==> src/soc_mem_cfg.svh <==
`ifndef SOC_MEM_CFG_SVH
`define SOC_MEM_CFG_SVH

// bus widths
`define SOC_ADDR_W 32
`define SOC_DATA_W 32
`define SOC_STRB_W 4

// upper address bits that pick a region
`define SOC_PAGE_HI 31
`define SOC_PAGE_LO 16
`define SOC_RAM_PAGE 16'h0001
`define SOC_IO_PAGE 16'h8001

// data RAM, 4 banks of 16 KB
`define SOC_RAM_BANKS 4
`define SOC_BANK_WORDS 4096
`define SOC_BANK_SEL_HI 15
`define SOC_BANK_SEL_LO 14

// LED register in the IO page
`define SOC_LED_W 4
`define SOC_LED_WORD 'h10

`endif

==> src/soc_mem_pkg.sv <==
`default_nettype none

package soc_mem_pkg;

  // region picked by the decoder for the request in flight
  typedef enum logic [1:0] {
    REGION_NONE = 2'd0,
    REGION_RAM  = 2'd1,
    REGION_IO   = 2'd2
  } region_e;

  // data RAM access sequence
  // write: IDLE -> WRITE -> IDLE
  // read:  IDLE -> READ -> DONE -> IDLE
  typedef enum logic [1:0] {
    RAM_IDLE  = 2'd0,
    RAM_WRITE = 2'd1,
    RAM_READ  = 2'd2,
    RAM_DONE  = 2'd3
  } ram_state_e;

endpackage

`default_nettype wire

==> src/led_io.sv <==
`timescale 1ns/1ps
`default_nettype none
`include "soc_mem_cfg.svh"

module led_io (
  input  wire logic                   clk,
  input  wire logic                   resetn,
  input  wire logic                   io_valid,
  input  wire logic [`SOC_ADDR_W-1:0] req_addr,
  input  wire logic [`SOC_DATA_W-1:0] req_wdata,
  input  wire logic [`SOC_STRB_W-1:0] req_wstrb,
  output logic                        io_ready,
  output logic [`SOC_DATA_W-1:0]      io_rdata,
  output logic [`SOC_LED_W-1:0]       led
);
  import soc_mem_pkg::*;

  // word offset inside the IO page
  localparam int OFS_W = `SOC_PAGE_LO - 2;

  logic             valid_q;
  logic             start;
  logic             hit;
  logic [OFS_W-1:0] word_ofs;

  assign start    = io_valid && !valid_q;
  assign word_ofs = req_addr[`SOC_PAGE_LO-1:2];
  assign hit      = (word_ofs == OFS_W'(`SOC_LED_WORD));

  always_ff @(posedge clk) begin
    if (!resetn) begin
      valid_q  <= 1'b0;
      io_ready <= 1'b0;
      led      <= '0;
    end else begin
      valid_q  <= io_valid;
      io_ready <= start;
      // only a full-word write updates the LEDs
      if (start && hit && (&req_wstrb)) begin
        led <= req_wdata[`SOC_LED_W-1:0];
      end
    end
  end

  // read returns the value before any write in the same access
  always_ff @(posedge clk) begin
    if (start) begin
      io_rdata <= hit ? {{(`SOC_DATA_W-`SOC_LED_W){1'b0}}, led} : '0;
    end
  end

endmodule

`default_nettype wire

==> config.mk <==
export PLATFORM = sky130hd
export DESIGN_NAME = led_io
export DESIGN_NICKNAME = d
export VERILOG_FILES = /design/src/soc_mem_pkg.sv /design/src/led_io.sv
export VERILOG_INCLUDE_DIRS = /design/src
export SDC_FILE = /design/constraint.sdc
export NUM_CORES = 1
export LEC_CHECK = 0
export ABC_CLOCK_PERIOD_IN_PS = 1400
export BUFFER_PORTS_ARGS = -buffer_cell sky130_fd_sc_hd__buf_2
export CAP_MARGIN = 20
export CELL_PAD_IN_SITES_DETAIL_PLACEMENT = 0
export CELL_PAD_IN_SITES_GLOBAL_PLACEMENT = 2
export CORE_MARGIN = 1
export CORE_UTILIZATION = 12
export CTS_CLUSTER_SIZE = 10
export DETAILED_ROUTE_END_ITERATION = 7
export HOLD_SLACK_MARGIN = 0.1
export PLACE_DENSITY = 0.89
export SLEW_MARGIN = 30
export SYNTH_ARGS = -nofsm -noshare
export SYNTH_HDL_FRONTEND = slang
export SYNTH_SLANG_ARGS = --single-unit
==> constraint.sdc <==
create_clock -name clk -period 1.4 [get_ports clk]
set_input_delay 0.21 -clock clk [delete_from_list [all_inputs] [get_ports clk]]
set_output_delay 0.21 -clock clk [all_outputs]
set_load 0.005 [all_outputs]
---- After elaboration in Yosys (flattened, before gate mapping) ----
Index checks and enable logic that the tools add are counted.
word-level totals
  register bits after elaboration ......... 38
  input bits .............................. 71
  output and inout bits ................... 37
  word-level logic and storage cells ...... 11
cells by class
  equal/unequal tests ..................... 1
  reductions and logical operators ........ 5
operators by type and width
  cell                                                               number
  14-bit by 5-bit == test with 1-bit output (second input constant)  1
  4-bit AND reduction                                                1
  1-bit logical AND                                                  3
  1-bit logical NOT                                                  1

---- Depth between registers and ports, before layout ----
  word-level depth ........................ 4
  depth in mapped cells ................... 4
  mapped depth without buffers ............ 4

---- Least setup slack after synthesis ----
OpenSTA, ideal clock, no wires.
  path kind ............................... reg2reg
  start ................................... register valid_q
  end ..................................... register led[0]
  setup time .............................. 120 ps
  data arrival time ....................... 1,076 ps
  required time ........................... 1,280 ps
  path slack .............................. 204 ps
  cell stages (with the launch flop) ...... 5
  buffers on the path ..................... 0
  period minus slack after synthesis ...... 1,196 ps
  path through ............................ dfxtp_1 -> nor2b_1 -> and3_1 -> nand4_4 -> mux2i_1
on the way
  longest elaborated chain between the ends .. 4
ends and longest elaborated chain
  what                            line          RTL
  from (decl)                     led_io.sv:21  logic valid_q;
  from (signal assigned)          led_io.sv:36  valid_q <= io_valid;
  1-bit logical NOT               led_io.sv:26  assign start = io_valid && !valid_q;
  1-bit logical AND               led_io.sv:26
  via start                       led_io.sv:22  logic start;
  1-bit logical AND (2 in a row)  led_io.sv:39  if (start && hit && (&req_wstrb)) begin
  to (signal assigned)            led_io.sv:40  led <= req_wdata[`SOC_LED_W-1:0];
  to (decl)                       led_io.sv:14  output logic [`SOC_LED_W-1:0] led
The timed path passes the listed nets, and every way through them passes these cells.
A chain may end at the register's enable or synchronous reset.

---- Worst setup path after layout ----
Same ends and word-level chain as after synthesis.

==> qor.csv <==
metric,value,unit
status,"finished, final reports clean",
setup_violations,0,
pin_count,108,
combPwrFrac,11.9,%
startpoint_type,register,
p_int,546.2,uW
die_h,76.13,um
dp_hpwl,1135,um
gr-total-overflow,0,
post_cts_buffers,0,
wl_per_cell,7.347,um
grt_pass1_wl,2021,um
insertion_delay,0.23,ns
synth_cell_types,16,
clk_root_buffer_cell,clkbuf_8,
viasPerCell,2.751,
clockBufferDepth,2,
cts_tree,done,
crit_required,1.51,ns
slew_violations,0,
multi_input_area,306.5,sq um
grt_max_degree,11,
post_cts_resized,0,
start_util,12.67,%
power_frac_seq,45.0,%
period_share,79.49,%
ant_nets,0,
cts.sinks,10,
hold_viol_final,0,
numPortBuffers,33,
power,695.1,uW
cp-end-kind,register,
drt_pre_antenna_iters,2,
clkPwrFrac,43.2,%
p_sw_share,21.42,%
syn2layout_area_growth,30.36,%
drtIter0Drc,17,
cts_buffers,3,
placedCellCount,169,
drc,0,
cp_max_fo,4,
antenna_found_initial,0,
p_leak,0.4460,nW
power.density,808.6,mW/mm^2
arrival,1.23,ns
crit_type,register to register,
switchingPower,148.9,uW
rows,26,
hold_class,primary input to register,
fin_skew,0.005811,ns
gp_congestion,0.6343,
synthesis.area,659.4,sq um
syn_inst,66,
vias,476,
fill_cells,613,
mostFrequentLayoutCell,buf_2,
ys_seq_area_share,36.43,%
fin_crit,1.113,ns
final_nets,175,
yosys_warnings,0,
fmax,898.6,MHz
fin_cells,173,
cts.hold.buffers_added,0,
drt-total-wl,1271,um
ys_ff_latch,10,
grt_pass1_vias,436,
syn_avg_cell_area,9.991,sq um
drv_cap,0,
h-tree-depth,1,
design.core.area,0.005205,sq mm
setup_tns,0,ns
die_x,76.13,um
fp.dieArea,0.005795,sq mm
reg2reg_slack,0.29,ns
regArea,240.2,sq um
rsz0062_at_grt,false,
ir_drop,0.2027,mV
path_clk_slew,0.04,ns
grt.total_usage,4.457,%
drive_above_1_share,45.63,%
antennaDiodeCount,0,
final_cell_mix,"33 x buf_2, 28 x conb_1, 8 x nand2_1",
[worst max-delay path, stage by stage, from the launching register on]
cell	delay, ns
dfxtp_1	0.29
nor2b_1	0.17
and3_1	0.23
nand4_4	0.16
mux2i_1	0.15
[cells by family (layout without fill, tap and decap cells)]
logic type	after synthesis	count (layout)	share of synthesized area [%]
buffers and inverters	29	39	32.45
muxes	4	4	6.072
other	1	28	0.5687
DFF	10	10	36.43
and+or+nand+nor	22	22	24.48
[sequential cells by signal, summed over array words and instances (netlist names)]
signal and count:
io_rdata 4, io_ready 1, led 4, valid_q 1
[final timing paths]
kind         startpoint  endpoint  cells past startpoint
max             valid_q    led[0]                      4
min            io_valid   valid_q                      2
max reg2reg     valid_q    led[0]                      4
min reg2reg      led[2]    led[2]                      2
[routing by layer]
metal	wire [um]	track usage [%]
met5	0	0
met4	20	3.462
met3	164	1.437
met2	618	7.909
met1	468	4.263
[through the flow]
step / hold WS, ns / utilization, % / setup slack (ns) / cell area (sq um)
6_report: 0.2004 / 16.51 / 0.2871 / 859.6
5_1_grt: 0.1996 / 16.51 / 0.1898 / 859.6
4_1_cts: 0.1957 / 16.51 / 0.2445 / 859.6
3_5_place_dp: 0.4320 / 15.65 / 0.02478 / 814.5
3_3_place_gp: 0.4317 / 15.65 / 0.03583 / 814.5
2_1_floorplan: 0.3317 / - / 0.2041 / 760.7
[Yosys cell counts (all sizes together)]
cell / number / share of area, %
and2: 6 / 6.5
nor2: 1 / 0.57
and3: 1 / 0.95
nand2: 8 / 4.6
nor4b: 1 / 2.3
nor4: 2 / 3.8
buf: 28 / 32
clkbuf: 1 / 0.57
and4: 1 / 1.7
nor2b: 1 / 0.95
conb: 1 / 0.57
nand4: 1 / 3.2
dfxtp: 6 / 18
edfxtp: 4 / 18
mux2i: 4 / 6.1
[area by class of cell]
type	count	area share, %
multi-input cells	54	35.66
flip-flops and latches	10	27.95
repair buffers	35	20.96
well taps	70	10.19
clock buffers	4	5.240
[power by group through the flow]
stage / Sequential (mW) / Combinational (mW) / Clock [mW]
after floorplan: 0.319 / 0.0893 / 0
after global placement: 0.318 / 0.0814 / 0
after detailed placement: 0.318 / 0.0829 / 0
after CTS: 0.312 / 0.0833 / 0.309
after global routing: 0.313 / 0.0939 / 0.324
final: 0.312 / 0.0826 / 0.300
Power figures use the tool's default switching activity.
