### src/soc_mem_cfg.svh
`ifndef SOC_MEM_CFG_SVH
`define SOC_MEM_CFG_SVH

// bus widths
`define SOC_ADDR_W 32
`define SOC_DATA_W 32
`define SOC_STRB_W 4

// upper address bits that pick a region
`define SOC_PAGE_HI 31
`define SOC_PAGE_LO 16
`define SOC_RAM_PAGE 16'h0001
`define SOC_IO_PAGE 16'h8001

// data RAM, 4 banks of 16 KB
`define SOC_RAM_BANKS 4
`define SOC_BANK_WORDS 4096
`define SOC_BANK_SEL_HI 15
`define SOC_BANK_SEL_LO 14

// LED register in the IO page
`define SOC_LED_W 4
`define SOC_LED_WORD 'h10

`endif

### src/soc_mem_pkg.sv
`default_nettype none

package soc_mem_pkg;

  // region picked by the decoder for the request in flight
  typedef enum logic [1:0] {
    REGION_NONE = 2'd0,
    REGION_RAM  = 2'd1,
    REGION_IO   = 2'd2
  } region_e;

  // data RAM access sequence
  // write: IDLE -> WRITE -> IDLE
  // read:  IDLE -> READ -> DONE -> IDLE
  typedef enum logic [1:0] {
    RAM_IDLE  = 2'd0,
    RAM_WRITE = 2'd1,
    RAM_READ  = 2'd2,
    RAM_DONE  = 2'd3
  } ram_state_e;

endpackage

`default_nettype wire

### src/bus_decoder.sv
`timescale 1ns/1ps
`default_nettype none
`include "soc_mem_cfg.svh"

module bus_decoder (
  input  wire logic                   clk,
  input  wire logic                   resetn,
  input  wire logic                   mem_valid,
  input  wire logic [`SOC_ADDR_W-1:0] mem_addr,
  input  wire logic [`SOC_DATA_W-1:0] mem_wdata,
  input  wire logic [`SOC_STRB_W-1:0] mem_wstrb,
  output logic [`SOC_ADDR_W-1:0]      req_addr,
  output logic [`SOC_DATA_W-1:0]      req_wdata,
  output logic [`SOC_STRB_W-1:0]      req_wstrb,
  output logic                        ram_valid,
  output logic                        io_valid,
  output logic                        none_valid,
  output soc_mem_pkg::region_e        req_region
);
  import soc_mem_pkg::*;

  logic [`SOC_PAGE_HI-`SOC_PAGE_LO:0] page;
  region_e                            region;

  assign page = mem_addr[`SOC_PAGE_HI:`SOC_PAGE_LO];

  always_comb begin
    if (page == `SOC_RAM_PAGE) begin
      region = REGION_RAM;
    end else if (page == `SOC_IO_PAGE) begin
      region = REGION_IO;
    end else begin
      region = REGION_NONE;
    end
  end

  // request fields go to every slave, one cycle late
  always_ff @(posedge clk) begin
    req_addr  <= mem_addr;
    req_wdata <= mem_wdata;
    req_wstrb <= mem_wstrb;
  end

  always_ff @(posedge clk) begin
    if (!resetn) begin
      ram_valid  <= 1'b0;
      io_valid   <= 1'b0;
      none_valid <= 1'b0;
      req_region <= REGION_NONE;
    end else begin
      ram_valid  <= mem_valid && (region == REGION_RAM);
      io_valid   <= mem_valid && (region == REGION_IO);
      none_valid <= mem_valid && (region == REGION_NONE);
      // idle bus reads as no region
      req_region <= mem_valid ? region : REGION_NONE;
    end
  end

endmodule

`default_nettype wire

### config.mk
export PLATFORM = sky130hd
export DESIGN_NAME = bus_decoder
export DESIGN_NICKNAME = d
export VERILOG_FILES = /design/src/soc_mem_pkg.sv /design/src/bus_decoder.sv
export VERILOG_INCLUDE_DIRS = /design/src
export SDC_FILE = /design/constraint.sdc
export NUM_CORES = 1
export LEC_CHECK = 0
export BUFFER_PORTS_ARGS = -buffer_cell sky130_fd_sc_hd__clkbuf_2
export CAP_MARGIN = 20
export CORE_MARGIN = 5
export CORE_UTILIZATION = 35
export CTS_CLUSTER_DIAMETER = 200
export CTS_CLUSTER_SIZE = 20
export DETAILED_ROUTE_END_ITERATION = 6
export GPL_ROUTABILITY_DRIVEN = 1
export PLACE_DENSITY = 0.81
export SYNTH_ARGS = -nofsm -noshare
export SYNTH_HDL_FRONTEND = slang
export SYNTH_SLANG_ARGS = --single-unit
### constraint.sdc
create_clock -name clk -period 1 [get_ports clk]
set_input_delay 0 -clock clk [delete_from_list [all_inputs] [get_ports clk]]
set_output_delay 0 -clock clk [all_outputs]
set_load 0.05 [all_outputs]
=== Word level (Yosys, flattened, before mapping) ===
Cells that the tools add are included.

* Input bits: 71
* Word-level logic and storage cells: 18
* Flip-flop bits (word level): 73

* Equal/unequal tests: 4
* Reduce and logical (&&, ||, !) cells: 5
* Multiplexer cells: 2

{| class="wikitable"
|+ Operator list
! cell !! number
|-
| == test 16 x 1 -> 1 bit, second input constant || 1
|-
| == test 16 bit, second input constant || 1
|-
| 2-to-1 mux 2 bit || 2
|-
| logical AND 1 bit || 3
|-
| == test 2 x 1 -> 1 bit, second input constant || 1
|-
| == test 2 bit, second input constant || 1
|-
| logical NOT 2 bit || 1
|-
| AND reduction 2 bit || 1
|}

=== Depth between registers and ports, before layout ===
* Depth after elaboration: 5
* Gate-level depth with buffers: 3
* Mapped depth without buffers: 3

=== Least setup slack after synthesis ===
Ideal clock, no wire load.

* Path kind: input to register
* Start: in mem_addr[21]
* End: reg none_valid
* Library setup time: 0.114 ns
* Path slack: 0.303 ns
* Cell stages on the path: 3
* Data arrival time: 0.583 ns
* Cell sequence: nor4_2 -> nand4_2 -> nor2b_1

* Word-level cells in the longest chain between the ends: 5
* Elaborated cells between the ends (all ways): 6
* Classes of those cells: eq/ne: 2; mux: 2; reduce/logical: 2

{| class="wikitable"
|+ Ends and longest elaborated chain
! what !! line !! RTL
|-
| start, declared || bus_decoder.sv:9 || <nowiki>input wire logic [`SOC_ADDR_W-1:0] mem_addr,</nowiki>
|-
| == test 16 bit (no source line) || - ||
|-
| 2-to-1 mux 2 bit || bus_decoder.sv:30 || <nowiki>end else if (page == `SOC_IO_PAGE) begin</nowiki>
|-
| 2-to-1 mux 2 bit * || bus_decoder.sv:28 || <nowiki>if (page == `SOC_RAM_PAGE) begin</nowiki>
|-
| logical NOT 2 bit * || bus_decoder.sv:53 || <nowiki>none_valid <= mem_valid && (region == REGION_NONE);</nowiki>
|-
| logical AND 1 bit * || bus_decoder.sv:53 ||
|-
| end signal, assigned || bus_decoder.sv:53 ||
|-
| end, declared || bus_decoder.sv:17 || <nowiki>output logic none_valid,</nowiki>
|}

Mark *: on every way between the ends. The rest lies on a longest branch, timed or not.
A chain may end at the register's enable or synchronous reset.

=== Worst setup path after layout ===
* Start: in mem_addr[29]
* End: reg req_addr[29]

{| class="wikitable"
|+ RTL lines
! what !! line !! RTL
|-
| end signal, assigned || bus_decoder.sv:39 || <nowiki>req_addr <= mem_addr;</nowiki>
|-
| end, declared || bus_decoder.sv:12 || <nowiki>output logic [`SOC_ADDR_W-1:0] req_addr,</nowiki>
|}

No word-level cell between the ends.

==> out/metrics.cfg <==
[sta]
relSlewSlack_pct=73.43
finalSetupTns_ns=-0.005028
post-route-period-util_pct=100.5
min_period_ns=1.005
fin_hold_ws_ns=-0.005363
fmax_mhz=995.0
setup_violations=1
drv_slew=0
worst_pin_slew_ns=0.3977
fin_ws_ns=-0.005028
hold_viol_final=1

[drt]
drc_errors=0
firstDrtPassIters=4
totalWireLength_um=5300
antenna_left=0
routed-via-count=1503
wl_per_cell_um=14.52
dr.first_iter.drc_count=36
viasPerCell=4.118

[pwr]
vdd_drop_max_mv=1.288
swShare_pct=26.00
power_frac_comb_pct=16.2
power.density_nw_per_um2=2006
leakage_nw=1.656
power.share.sequential_pct=46.8
power.total_w=0.006608
pwr-share-clk_pct=36.9
p_int_w=0.004890
switching_power_w=0.001718

[place]
place_ws_ns=0.06590
portBuffers=143
place.gp.congestion=0.6953
dp_hpwl_um=3304

[setup_path]
path_class=in -> reg
path_cells=dlygate4sd3_1, clkbuf_2, dlygate4sd3_1
startpoint_type=input port
end_kind=flip-flop
crit_fanout=2
cp_slowest_cell=dlygate4sd3_1
crit_top_cell=dlygate4sd3_1
cp.required_ns=1.22
critPathMaxStageDelay_ns=0.55
cp.arrival_ns=1.22

[yosys]
syn_area_um2=1560
seq_area_frac_synth_pct=93.66
ys_seq_elements=73
synth.distinct_cells=10
syn-num-nets=156
syn_inst=85
synth_warnings=0
avgSynthCellArea_um2=18.36

[run_status]
violations=negative hold slack, negative setup slack
status=finished, violations left

[floorplanning]
row_count=24
core-area_um2=4354
die_x_um=76.77
boundaryPins=144
initial_core_util_pct=35.83
dieArea_um2=5893
die_height_um=76.77

[hold_path]
holdPathEnd=req_addr[18]
min_from=mem_addr[18]
hold_path.class=in -> reg
whs_path_depth=1

[clocking]
htreeDepth=3
cts_buffers=9
clk_pin_slew_ns=0.06
clock_path_buffers=2
root_buffer=clkbuf_8
cts_sinks=73
cts_tree=done

[global_route]
grt_pass1_wl_um=8569
grt_pass1_vias=1747
track_usage_pct=19.19
grt_antenna_before_repair=0
grt_max_degree=12
gr-total-overflow=0

[finish]
nFillCells=295
synthToLayoutAreaGrowth_pct=111.1
diodes=0
layout-drive-gt1-share_pct=51.76
nets=380

[job]
drv_cap=0

==> synth_stat cells <==
cell type	count	area, um2
dfxtp_1	73	1461
nor2_1	2	7.510
nor3_1	2	10.01
nor4_2	2	25.02
nand2_1	1	3.750
nand3_1	1	5.000
nand4_2	1	12.51
nor2b_1	1	6.260
nor3b_1	1	7.510
nor4_4	1	21.27
==> cells in the final DEF (no fill, tap or decap), drive strengths merged <==
cell type     count
nor2              2
clkbuf          153
nor3              2
nor3b             1
nand4             1
dlygate4sd3      70
bufinv            2
dfxtp            73
buf               1
nand2             1
dlymetal6s4s      1
nand3             1
nor4              3
nor2b             1
clkinv            1
==> cell families after synthesis <==
kind of cell,share of synthesized area [%]
flops,93.66
simple gates,6.335
==> power by group through the flow <==
stage | clock network [W] | logic, W | registers, W
detailed placement | 0 | 0.000837 | 0.00316
floorplan | 0 | 0.0000109 | 0.00369
global placement | 0 | 0.000827 | 0.00316
global route | 0.00263 | 0.00112 | 0.00311
finish | 0.00244 | 0.00107 | 0.00310
CTS | 0.00247 | 0.00105 | 0.00309
==> critical path: cells and delay by family <==
family	cells	cell delay, ns
buf+inv	3	1.22
==> layout make-up <==
class | count | area (um2) | share of cell area, %
repair buffers | 213 | 1424 | 43.22
well taps | 52 | 65.06 | 1.975
clock buffers | 12 | 145.1 | 4.406
flip-flops and latches | 73 | 1461 | 44.36
clock inverters | 3 | 65.06 | 1.975
multi-input cells | 12 | 133.9 | 4.064
==> stage by stage <==
step	cells	cell area, um2	utilization, %
after floorplan	85	1560	-
after global placement	280	2341	53.76
after detailed placement	280	2341	53.76
after CTS	365	3252	74.68
after global routing	365	3294	75.66
final	365	3294	75.66
==> worst max-delay path by stage <==
stage                       startpoint           end
after floorplan           mem_addr[21]    none_valid
after global placement    mem_addr[21]    none_valid
after detailed placement  mem_addr[21]     ram_valid
after CTS                 mem_addr[18]     ram_valid
after global routing      mem_addr[29]     ram_valid
final                     mem_addr[29]  req_addr[29]
==> metal layers <==
| metal | track usage (%) | routed length [um] | vias to the layer above |
|---|---|---|---|
| li1 | - | - | 721 |
| met1 | 16.64 | 1700 | 680 |
| met2 | 36.42 | 2942 | 89 |
| met3 | 8.314 | 528 | 13 |
| met4 | 9.615 | 128 | 0 |
| met5 | 0 | 0 | - |
==> flip-flops by register name, summed over array words and instances, names as in the netlist <==
| signal | flops |
|---|---|
| ram_valid | 1 |
| req_wstrb | 4 |
| req_region | 2 |
| req_addr | 32 |
| io_valid | 1 |
| none_valid | 1 |
| req_wdata | 32 |
==> repair_timing <==
item	in CTS	in global routing
buffers inserted	0	0
hold endpoints to repair	73	3
resized for setup	0	8
hold buffers	70	1
endpoints found under the setup margin	0	4
Note: power is estimated with default switching activity, not from simulation.
