--- src/soc_mem_cfg.svh ---
`ifndef SOC_MEM_CFG_SVH
`define SOC_MEM_CFG_SVH

// bus widths
`define SOC_ADDR_W 32
`define SOC_DATA_W 32
`define SOC_STRB_W 4

// upper address bits that pick a region
`define SOC_PAGE_HI 31
`define SOC_PAGE_LO 16
`define SOC_RAM_PAGE 16'h0001
`define SOC_IO_PAGE 16'h8001

// data RAM, 4 banks of 16 KB
`define SOC_RAM_BANKS 4
`define SOC_BANK_WORDS 4096
`define SOC_BANK_SEL_HI 15
`define SOC_BANK_SEL_LO 14

// LED register in the IO page
`define SOC_LED_W 4
`define SOC_LED_WORD 'h10

`endif

--- src/soc_mem_pkg.sv ---
`default_nettype none

package soc_mem_pkg;

  // region picked by the decoder for the request in flight
  typedef enum logic [1:0] {
    REGION_NONE = 2'd0,
    REGION_RAM  = 2'd1,
    REGION_IO   = 2'd2
  } region_e;

  // data RAM access sequence
  // write: IDLE -> WRITE -> IDLE
  // read:  IDLE -> READ -> DONE -> IDLE
  typedef enum logic [1:0] {
    RAM_IDLE  = 2'd0,
    RAM_WRITE = 2'd1,
    RAM_READ  = 2'd2,
    RAM_DONE  = 2'd3
  } ram_state_e;

endpackage

`default_nettype wire

--- src/response_mux.sv ---
`timescale 1ns/1ps
`default_nettype none
`include "soc_mem_cfg.svh"

module response_mux (
  input  wire logic                   clk,
  input  wire logic                   resetn,
  input  wire soc_mem_pkg::region_e   req_region,
  input  wire logic                   none_valid,
  input  wire logic                   ram_ready,
  input  wire logic                   io_ready,
  input  wire logic [`SOC_DATA_W-1:0] ram_rdata,
  input  wire logic [`SOC_DATA_W-1:0] io_rdata,
  output logic                        mem_ready,
  output logic [`SOC_DATA_W-1:0]      mem_rdata
);
  import soc_mem_pkg::*;

  logic                   none_q;
  logic                   none_ready;
  logic                   sel_ready;
  logic [`SOC_DATA_W-1:0] sel_data;

  // reply of the region in flight
  always_comb begin
    case (req_region)
      REGION_RAM: begin
        sel_ready = ram_ready;
        sel_data  = ram_rdata;
      end
      REGION_IO: begin
        sel_ready = io_ready;
        sel_data  = io_rdata;
      end
      default: begin
        sel_ready = none_ready;
        sel_data  = '0;
      end
    endcase
  end

  always_ff @(posedge clk) begin
    if (!resetn) begin
      none_q     <= 1'b0;
      none_ready <= 1'b0;
      mem_ready  <= 1'b0;
    end else begin
      none_q <= none_valid;
      // unmapped access answers by itself, so the bus never hangs
      none_ready <= none_valid && !none_q;
      mem_ready  <= sel_ready;
    end
  end

  always_ff @(posedge clk) begin
    mem_rdata <= sel_ready ? sel_data : '0;
  end

endmodule

`default_nettype wire

--- config.mk ---
export PLATFORM = sky130hd
export DESIGN_NAME = response_mux
export DESIGN_NICKNAME = d
export VERILOG_FILES = /design/src/soc_mem_pkg.sv /design/src/response_mux.sv
export VERILOG_INCLUDE_DIRS = /design/src
export SDC_FILE = /design/constraint.sdc
export NUM_CORES = 1
export LEC_CHECK = 0
export ABC_AREA = 1
export BUFFER_PORTS_ARGS = -buffer_cell sky130_fd_sc_hd__buf_4
export CORE_ASPECT_RATIO = 1.2
export CORE_MARGIN = 2
export CORE_UTILIZATION = 39
export DETAILED_ROUTE_END_ITERATION = 12
export GPL_TIMING_DRIVEN = 0
export PLACE_DENSITY = 0.79
export SYNTH_ARGS = -nofsm -noshare
export SYNTH_HDL_FRONTEND = slang
export SYNTH_SLANG_ARGS = --single-unit
--- constraint.sdc ---
create_clock -name clk -period 1.15 [get_ports clk]
set_input_delay 0.23 -clock clk [delete_from_list [all_inputs] [get_ports clk]]
set_output_delay 0.23 -clock clk [all_outputs]
set_load 0.02 [all_outputs]
## After elaboration in Yosys (flattened, before gate mapping)

Index checks and enable logic that the tools add are counted.

- Flip-flop bits (word level): 35
- Bits in latches: 0
- RAM bits: 0
- Memory bits (read-only): 0
- Bits of input ports: 71
- Output and inout bits: 33
- Logic and storage cells: 10
- Memories: 0

- Add/subtract/negate cells: 0
- Multipliers: 0
- Div/mod/pow operators: 0
- Order comparisons: 0
- Equality and inequality tests: 2
- Shift-type cells: 0
- Mux-type cells: 2
- Bitwise operators: 0
- Reduce and logical (&&, ||, !) cells: 2

Operators with widths:

| cell | number |
|---|---|
| $pmux W32 S2 | 1 |
| $eq A2 B1 Y1 const B | 1 |
| $eq A2 B2 Y1 const B | 1 |
| $pmux W1 S2 | 1 |
| $logic_and A1 B1 Y1 | 1 |
| $logic_not A1 Y1 | 1 |

## Depth between registers and ports, before layout

Gate-level depths: netlist (run 1).

- Depth in word-level cells: 2
- Gate-level depth with buffers: 8
- Depth with buffers taken out: 6

## Worst setup path after synthesis (run 1)

No wires, ideal clock.

- Path type: in2reg
- Start point: in req_region[0]
- End point: reg mem_rdata[0]
- Library setup time: 0.115 ns
- Arrival: 0.954 ns
- Data required time: 1.035 ns
- Path slack: 0.081 ns
- Cell stages on the path: 8
- Path buffers: 2
- Cell sequence: inv_1 ha_1 buf_2 nand2_1 nand2_2 nand2_4 buf_6 a21oi_2

- Word-level cells in the longest chain between the ends: 2
- Elaborated cells on any way between the ends: 4
- Those cells by class: eq/ne (2); mux (2)

Ends and longest elaborated chain:

| item | RTL line | RTL |
|---|---|---|
| start, declared | response_mux.sv:8 | `input wire soc_mem_pkg::region_e req_region,` |
| $eq A2 B2 Y1 or $eq A2 B1 Y1 (tied branches) | response_mux.sv:26 | `case (req_region)` |
| $pmux W32 S2 or $pmux W1 S2 (tied branches) | response_mux.sv:26 |  |
| end signal, assigned | response_mux.sv:56 | `mem_rdata <= sel_ready ? sel_data : '0;` |
| end, declared | response_mux.sv:15 | `` output logic [`SOC_DATA_W-1:0] mem_rdata `` |

Several ways; a longest one is shown, not always the timed one.
A chain may end at the register's enable or synchronous reset.

## Worst setup path in the final report (run 1)

- Start point: reg mem_rdata[14]
- End point: out mem_rdata[14]

No word-level cell between the ends.

==> impl_metrics.json, run 1 <==
{
  "wl_per_cell_microns": 11.68,
  "powerDensity_mw_per_mm2": 1099,
  "numCtsBuffers": 5,
  "globalRouteMet1Util_pct": 18.36,
  "htree_levels": 2,
  "utilization_pct": 67.26,
  "period_share_pct": 84.70,
  "p_int_uw": 1885,
  "required_ns": 0.92,
  "busiest_layer": "met2",
  "die-area_sq_mm": 0.004012,
  "diodes": 0,
  "use_met3_pct": 5.224,
  "synth_cell_types": 12,
  "final_area_sq_mm": 0.002265,
  "p_sw_share_pct": 24.24,
  "power_uw": 2488,
  "max_freq_ghz": 1.027,
  "ctsRootBufferMaster": "clkbuf_8",
  "critPathKind": "register to output pin",
  "worst_slew_pin_slew_ns": 0.2014,
  "status": "finished clean",
  "hold_viol_final": 0,
  "viasPerCell": 4.538,
  "grt_setup_unrepaired": "no",
  "post-synth-top-count-cell": "nand2_1",
  "synth_top_area_share_pct": 51.05,
  "place_area_sq_mm": 0.002192,
  "grt_use_met2_pct": 31.53,
  "start_util_pct": 40.77,
  "syn-instance-count": 157,
  "max_stage_delay_ns": 0.32,
  "synth_flop_cell": "dfxtp_1",
  "gp_congestion": 0.6838,
  "hold_slack_ns": 0.1413,
  "synth_largest_area_cell": "dfxtp_1",
  "ios": 104,
  "area_growth_pct": 65.00,
  "worst-path-buf-inv": 1,
  "dieHeight_microns": 68.99,
  "max_cap_viol_count": 0,
  "setup_viol": 0,
  "grt_max_degree": 11,
  "grt_pass1_vias": 1200,
  "yosysWarnings": 0,
  "ys_top_cells_by_count": "nand2_1 (68), dfxtp_1 (35), a21oi_2 (30)",
  "clkLatencyLatePin_ns": 0.28,
  "clkPwrFrac_pct": 32.1,
  "synthTopCellsByArea": "dfxtp_1 (51%), a21oi_2 (19%), nand2_1 (19%), buf_2 (2.9%), buf_6 (2.5%)",
  "worst-r2r-setup-slack_ns": 0.59,
  "synth-seq-cells": 35,
  "clock_skew_ns": 0.00008107,
  "cts_hold_buf": 0,
  "dp_hpwl_microns": 2736,
  "num_rows": 23,
  "grt_usage_pct": 17.42,
  "cp_data_arrival_time_ns": 0.74,
  "clkTransAtPathRegs_ns": 0.06,
  "num-fill-cells": 298,
  "worstHoldPathType": "primary input to register",
  "syn_area_per_cell_sq_um": 8.742,
  "worst_ir_drop_vdd_mv": 0.6405,
  "seqCellArea_sq_um": 700.7,
  "nets": 340,
  "die_x_microns": 58.16,
  "core-area_sq_mm": 0.003367,
  "portBuffers": 103,
  "grt_pass1_wl_microns": 5181,
  "share_comb_of_total_power_pct": 17.6,
  "clock-sinks": 35,
  "route.detailed.drc": 0,
  "drt_wl_total_microns": 3539,
  "cts_tree": "built",
  "cts_resized": 0,
  "slowest_stage": "dfxtp_1",
  "min_period_ns": 0.9740,
  "relSlewSlack_pct": 86.57,
  "via_count": 1375,
  "firstDrtPassIters": 4,
  "synth_edf_count": 0,
  "critPathLaunchType": "register",
  "synth-seq-area-share_pct": 51.05,
  "grt_antenna_before_repair": 0,
  "multi_input_area_sq_um": 579.3,
  "crit_family": "flip-flops",
  "postCtsSetupRepairBufs": 0,
  "synth_nets": 230,
  "ant_nets": 0,
  "switching_power_uw": 602.9,
  "power_leakage_uw": 0.001063,
  "drtIter0Drc": 34,
  "async_flop_share_pct": 0,
  "overflow": 0,
  "slew_violations": 0,
  "clk_path_buf_depth": 2,
  "cp-end-kind": "output pin",
  "sequentialPowerShare_pct": 50.3,
  "worstPathMaxFanout": 1,
  "crit_chain": "buf_4",
  "syn_area_sq_mm": 0.001373,
  "drive_above_1_share_pct": 57.14
}
power groups by stage:
stage                     Sequential [uW]  Clock, uW  Combinational, uW
after floorplan                      1310          0                155
after global placement               1280          0                439
after detailed placement             1280          0                443
after CTS                            1250        833                444
after global routing                 1250        878                480
final                                1250        800                437
worst reg2reg max path: stages (launching register included):
cell	delay, ns
dfxtp_1	0.31
nand2_1	0.05
a21oi_1	0.13
layout by cell type (no fill, tap or decap):
master / instances
buf_4: 103
nand2_1: 68
dfxtp_1: 35
a21oi_2: 30
buf_2: 8
clkbuf_8: 5
inv_1: 4
buf_6: 3
a21oi_1: 3
ha_1: 2
nand2_2: 1
inv_2: 1
nand2_4: 1
nor2_1: 1
clkbuf_1: 1
routing by layer:
layer	wire (microns)	vias to the layer above	part of all wire (%)
met4	81	0	2.3
met2	1900	58	54
li1	-	707	-
met1	1272	602	36
met3	284	8	8.0
met5	0	-	0
final cells by class:
type                       count  area share, %
inverter                       5         0.8287
timing repair buffer         103          34.14
clock buffer                   6          3.204
buffer                        11          3.260
tap                           37          2.044
sequential                    35          30.94
multi-input combinational    106          25.58
worst paths after layout:
| check | start | end | cells after the start |
|---|---|---|---|
| setup / recovery | mem_rdata[14] | mem_rdata[14] | 1 |
| hold reg to reg | none_q | none_ready | 1 |
| setup reg to reg | none_ready | mem_ready | 2 |
| hold / removal | none_valid | none_q | 3 |
sequential cells by signal, indices dropped and copies added, names as in the netlist:
signal	flops
mem_rdata	32
mem_ready	1
none_q	1
none_ready	1
per-stage QoR:
stage,setup TNS [ns],worst slack [ns],instances
3_5_place_dp,-3.403,-0.1196,297
2_1_floorplan,0,0.08103,157
5_1_grt,0,0.1228,303
6_report,0,0.1760,303
3_3_place_gp,-2.911,-0.1013,297
4_1_cts,0,0.1665,303
cell families (layout without fill, tap and decap cells):
kind of cell | count (synthesis) | in the layout | synth area share (%)
DFF | 35 | 35 | 51.05
AOI/OAI and AO/OA | 33 | 33 | 20.24
adders and majority gates | 2 | 2 | 1.823
and+or+nand+nor | 71 | 71 | 20.15
buffers and inverters | 16 | 125 | 6.745
Power figures use the tool's default switching activity.
==> run 2, diff against run 1 <==
--- a/config.mk
+++ b/config.mk
@@ -6,14 +6,14 @@
 export SDC_FILE = /design/constraint.sdc
 export NUM_CORES = 1
 export LEC_CHECK = 0
-export ABC_AREA = 1
+export ABC_AREA = 0
 export BUFFER_PORTS_ARGS = -buffer_cell sky130_fd_sc_hd__buf_4
 export CORE_ASPECT_RATIO = 1.2
 export CORE_MARGIN = 2
-export CORE_UTILIZATION = 39
+export CORE_UTILIZATION = 38
 export DETAILED_ROUTE_END_ITERATION = 12
 export GPL_TIMING_DRIVEN = 0
-export PLACE_DENSITY = 0.79
+export PLACE_DENSITY = 0.78
 export SYNTH_ARGS = -nofsm -noshare
 export SYNTH_HDL_FRONTEND = slang
 export SYNTH_SLANG_ARGS = --single-unit
==> constraint.sdc (replaced) <==
create_clock -name clk -period 0.95 [get_ports clk]
set_input_delay 0.19 -clock clk [delete_from_list [all_inputs] [get_ports clk]]
set_output_delay 0.19 -clock clk [all_outputs]
set_load 0.02 [all_outputs]
==> run 2 against run 1 <==
Effect of this change: clock power is 25% higher; wire length is 15% higher; core utilization is 7.7 points higher; cell count is 8.6% lower; die area is 1.2% lower; clock skew hardly changed; first-iteration DRC count is 35% higher; non-clock buffer count is 8 higher; critical endpoint is now mem_rdata[3]; highest routed layer unchanged.
==> impl_metrics.json, run 2 <==
{
  "via_count": 1385,
  "area_growth_pct": 89.48,
  "worst_slew_pin_slew_ns": 0.2202,
  "slowest_stage": "dfxtp_1",
  "syn_area_sq_mm": 0.001320,
  "relSlewSlack_pct": 85.32,
  "dieHeight_microns": 68.57,
  "crit_family": "flip-flops",
  "slew_violations": 0,
  "largest_reg_flops": 32,
  "setup_viol": 0,
  "required_ns": 0.76,
  "num_rows": 23,
  "synth-seq-cells": 35,
  "synth_nets": 198,
  "start_util_pct": 39.54,
  "die_x_microns": 57.81,
  "dp_hpwl_microns": 3061,
  "nets": 312,
  "powerDensity_mw_per_mm2": 1304,
  "ant_nets": 0,
  "final_common_cell": "buf_4",
  "ctsRootBufferMaster": "clkbuf_8",
  "max_stage_delay_ns": 0.35,
  "critPathLaunchType": "register",
  "clock-sinks": 35,
  "critPathKind": "register to output pin",
  "num-fill-cells": 242,
  "grt_pass1_vias": 1382,
  "fin_cells": 277,
  "drt_wl_total_microns": 4065,
  "worstPathMaxFanout": 1,
  "max_freq_ghz": 1.058,
  "async_flop_share_pct": 0,
  "seqCellArea_sq_um": 711.9,
  "dp_cells": 265,
  "max_cap_viol_count": 0,
  "grt_pass1_wl_microns": 6037,
  "min_period_ns": 0.9453,
  "drive_above_1_share_pct": 70.00,
  "yosysWarnings": 0,
  "worst_ir_drop_vdd_mv": 1.251,
  "synth_flop_cell": "dfxtp_1",
  "crit_path_start": "mem_rdata[3]",
  "core-area_sq_mm": 0.003338,
  "clkTransAtPathRegs_ns": 0.07,
  "setup_ws_ns": 0.004743,
  "grt_usage_pct": 20.45,
  "overflow": 0,
  "viasPerCell": 5.000,
  "cts_tree": "built",
  "wl_per_cell_microns": 14.68,
  "synth-seq-area-share_pct": 53.08,
  "ys_top_cells_by_count": "dfxtp_1 (35), a22oi_1 (32), nor3_1 (27)",
  "synth_top_area_share_pct": 53.08,
  "crit_chain": "buf_6",
  "gp_congestion": 0.6901,
  "diodes": 0,
  "hold_slack_ns": 0.1358,
  "synth_largest_area_cell": "dfxtp_1",
  "grt_max_degree": 11,
  "die-area_sq_mm": 0.003963,
  "synth_cell_types": 15,
  "portBuffers": 103,
  "post-synth-top-count-cell": "dfxtp_1",
  "drtIter0Drc": 46,
  "cts_hold_buf": 0,
  "synth_edf_count": 0,
  "utilization_pct": 74.93,
  "power_leakage_uw": 0.001117,
  "clock_skew_ns": 0.00008316,
  "layout_common_cells": "buf_4 (95), a22oi_1 (28), dfxtp_1 (26)",
  "firstDrtPassIters": 4,
  "numCtsBuffers": 5,
  "hold_viol_final": 0,
  "clkLatencyLatePin_ns": 0.28,
  "status": "finished clean",
  "max_flop_register": "mem_rdata",
  "cp-end-kind": "output pin",
  "ios": 104,
  "worstHoldPathType": "primary input to register",
  "worst-path-buf-inv": 1,
  "route.detailed.drc": 0,
  "worstHoldStart": "none_valid",
  "synthTopCellsByArea": "dfxtp_1 (53%), a22oi_1 (18%), nor3_1 (10%), buf_6 (4.3%), nor3_2 (3.8%)",
  "period_share_pct": 99.50,
  "cp_data_arrival_time_ns": 0.76,
  "r2r_start": "none_ready",
  "multi_input_area_sq_um": 628.1,
  "grt_antenna_before_repair": 0,
  "syn-instance-count": 125,
  "clk_path_buf_depth": 2,
  "pre_cts_slack_ns": -0.3783,
  "syn_area_per_cell_sq_um": 10.56,
  "htree_levels": 2
}
==> run 2: final cells by class <==
cell class | count | share of cell area (%)
Multi-Input combinational cell | 71 | 25.11
Tap cell | 37 | 1.851
Sequential cell | 35 | 28.46
Clock inverter | 1 | 0.2001
Timing Repair Buffer | 109 | 35.82
Buffer | 13 | 4.602
Clock buffer | 7 | 3.052
Inverter | 4 | 0.9004
==> run 2: path summary, 6_finish.rpt <==
kind / depth (start not counted) / endpoint / slack (ns)
max: 1 / mem_rdata[3] / 0.005
min: 2 / none_q / 0.14
max reg2reg: 2 / mem_ready / 0.34
min reg2reg: 1 / none_ready / 0.39
==> run 2: routing by layer <==
| metal | wire length [microns] | part of all wire [%] | vias to the layer above | GRT usage (%) |
|---|---|---|---|---|
| met1 | 1400 | 34 | 632 | 20.72 |
| met3 | 290 | 7.1 | 10 | 7.463 |
| li1 | - | - | 689 | - |
| met2 | 2291 | 56 | 54 | 38.35 |
| met4 | 83 | 2.0 | 0 | 7.558 |
| met5 | 0 | 0 | - | 0 |
==> run 2: cells by family (layout without fill, tap and decap cells) <==
group	Yosys count	count (layout)	share of synthesized area [%]
buffers and inverters	19	134	9.194
AO/OA/AOI/OAI	34	34	20.38
adder cells (fa/ha/maj)	2	2	1.895
flip-flops	35	35	53.08
AND/OR/NAND/NOR	35	35	15.45
==> run 2: through the flow <==
step                cell area, sq um  TNS (ns)  power [uW]
floorplan                       1430    -3.075        1867
global placement                2250    -10.73        2186
detailed placement              2250    -11.55        2205
CTS                             2390  -0.05994        3238
global route                    2501  -0.04860        3401
finish                          2501         0        3260
==> run 2: power by group <==
part / internal [uW] / switching (uW) / total (uW) / leakage (uW)
clock: 514 / 488 / 1000 / 0.0000422
combinational: 411 / 328 / 739 / 0.000786
sequential: 1510 / 12.4 / 1520 / 0.000288
==> run 2: what timing repair did <==
action                     in CTS  in global routing
setup endpoints to repair      30                 41
gates cloned                    1                  1
gates resized for setup         9                 34
setup buffers                   3                  1
pin swaps                       1                  1
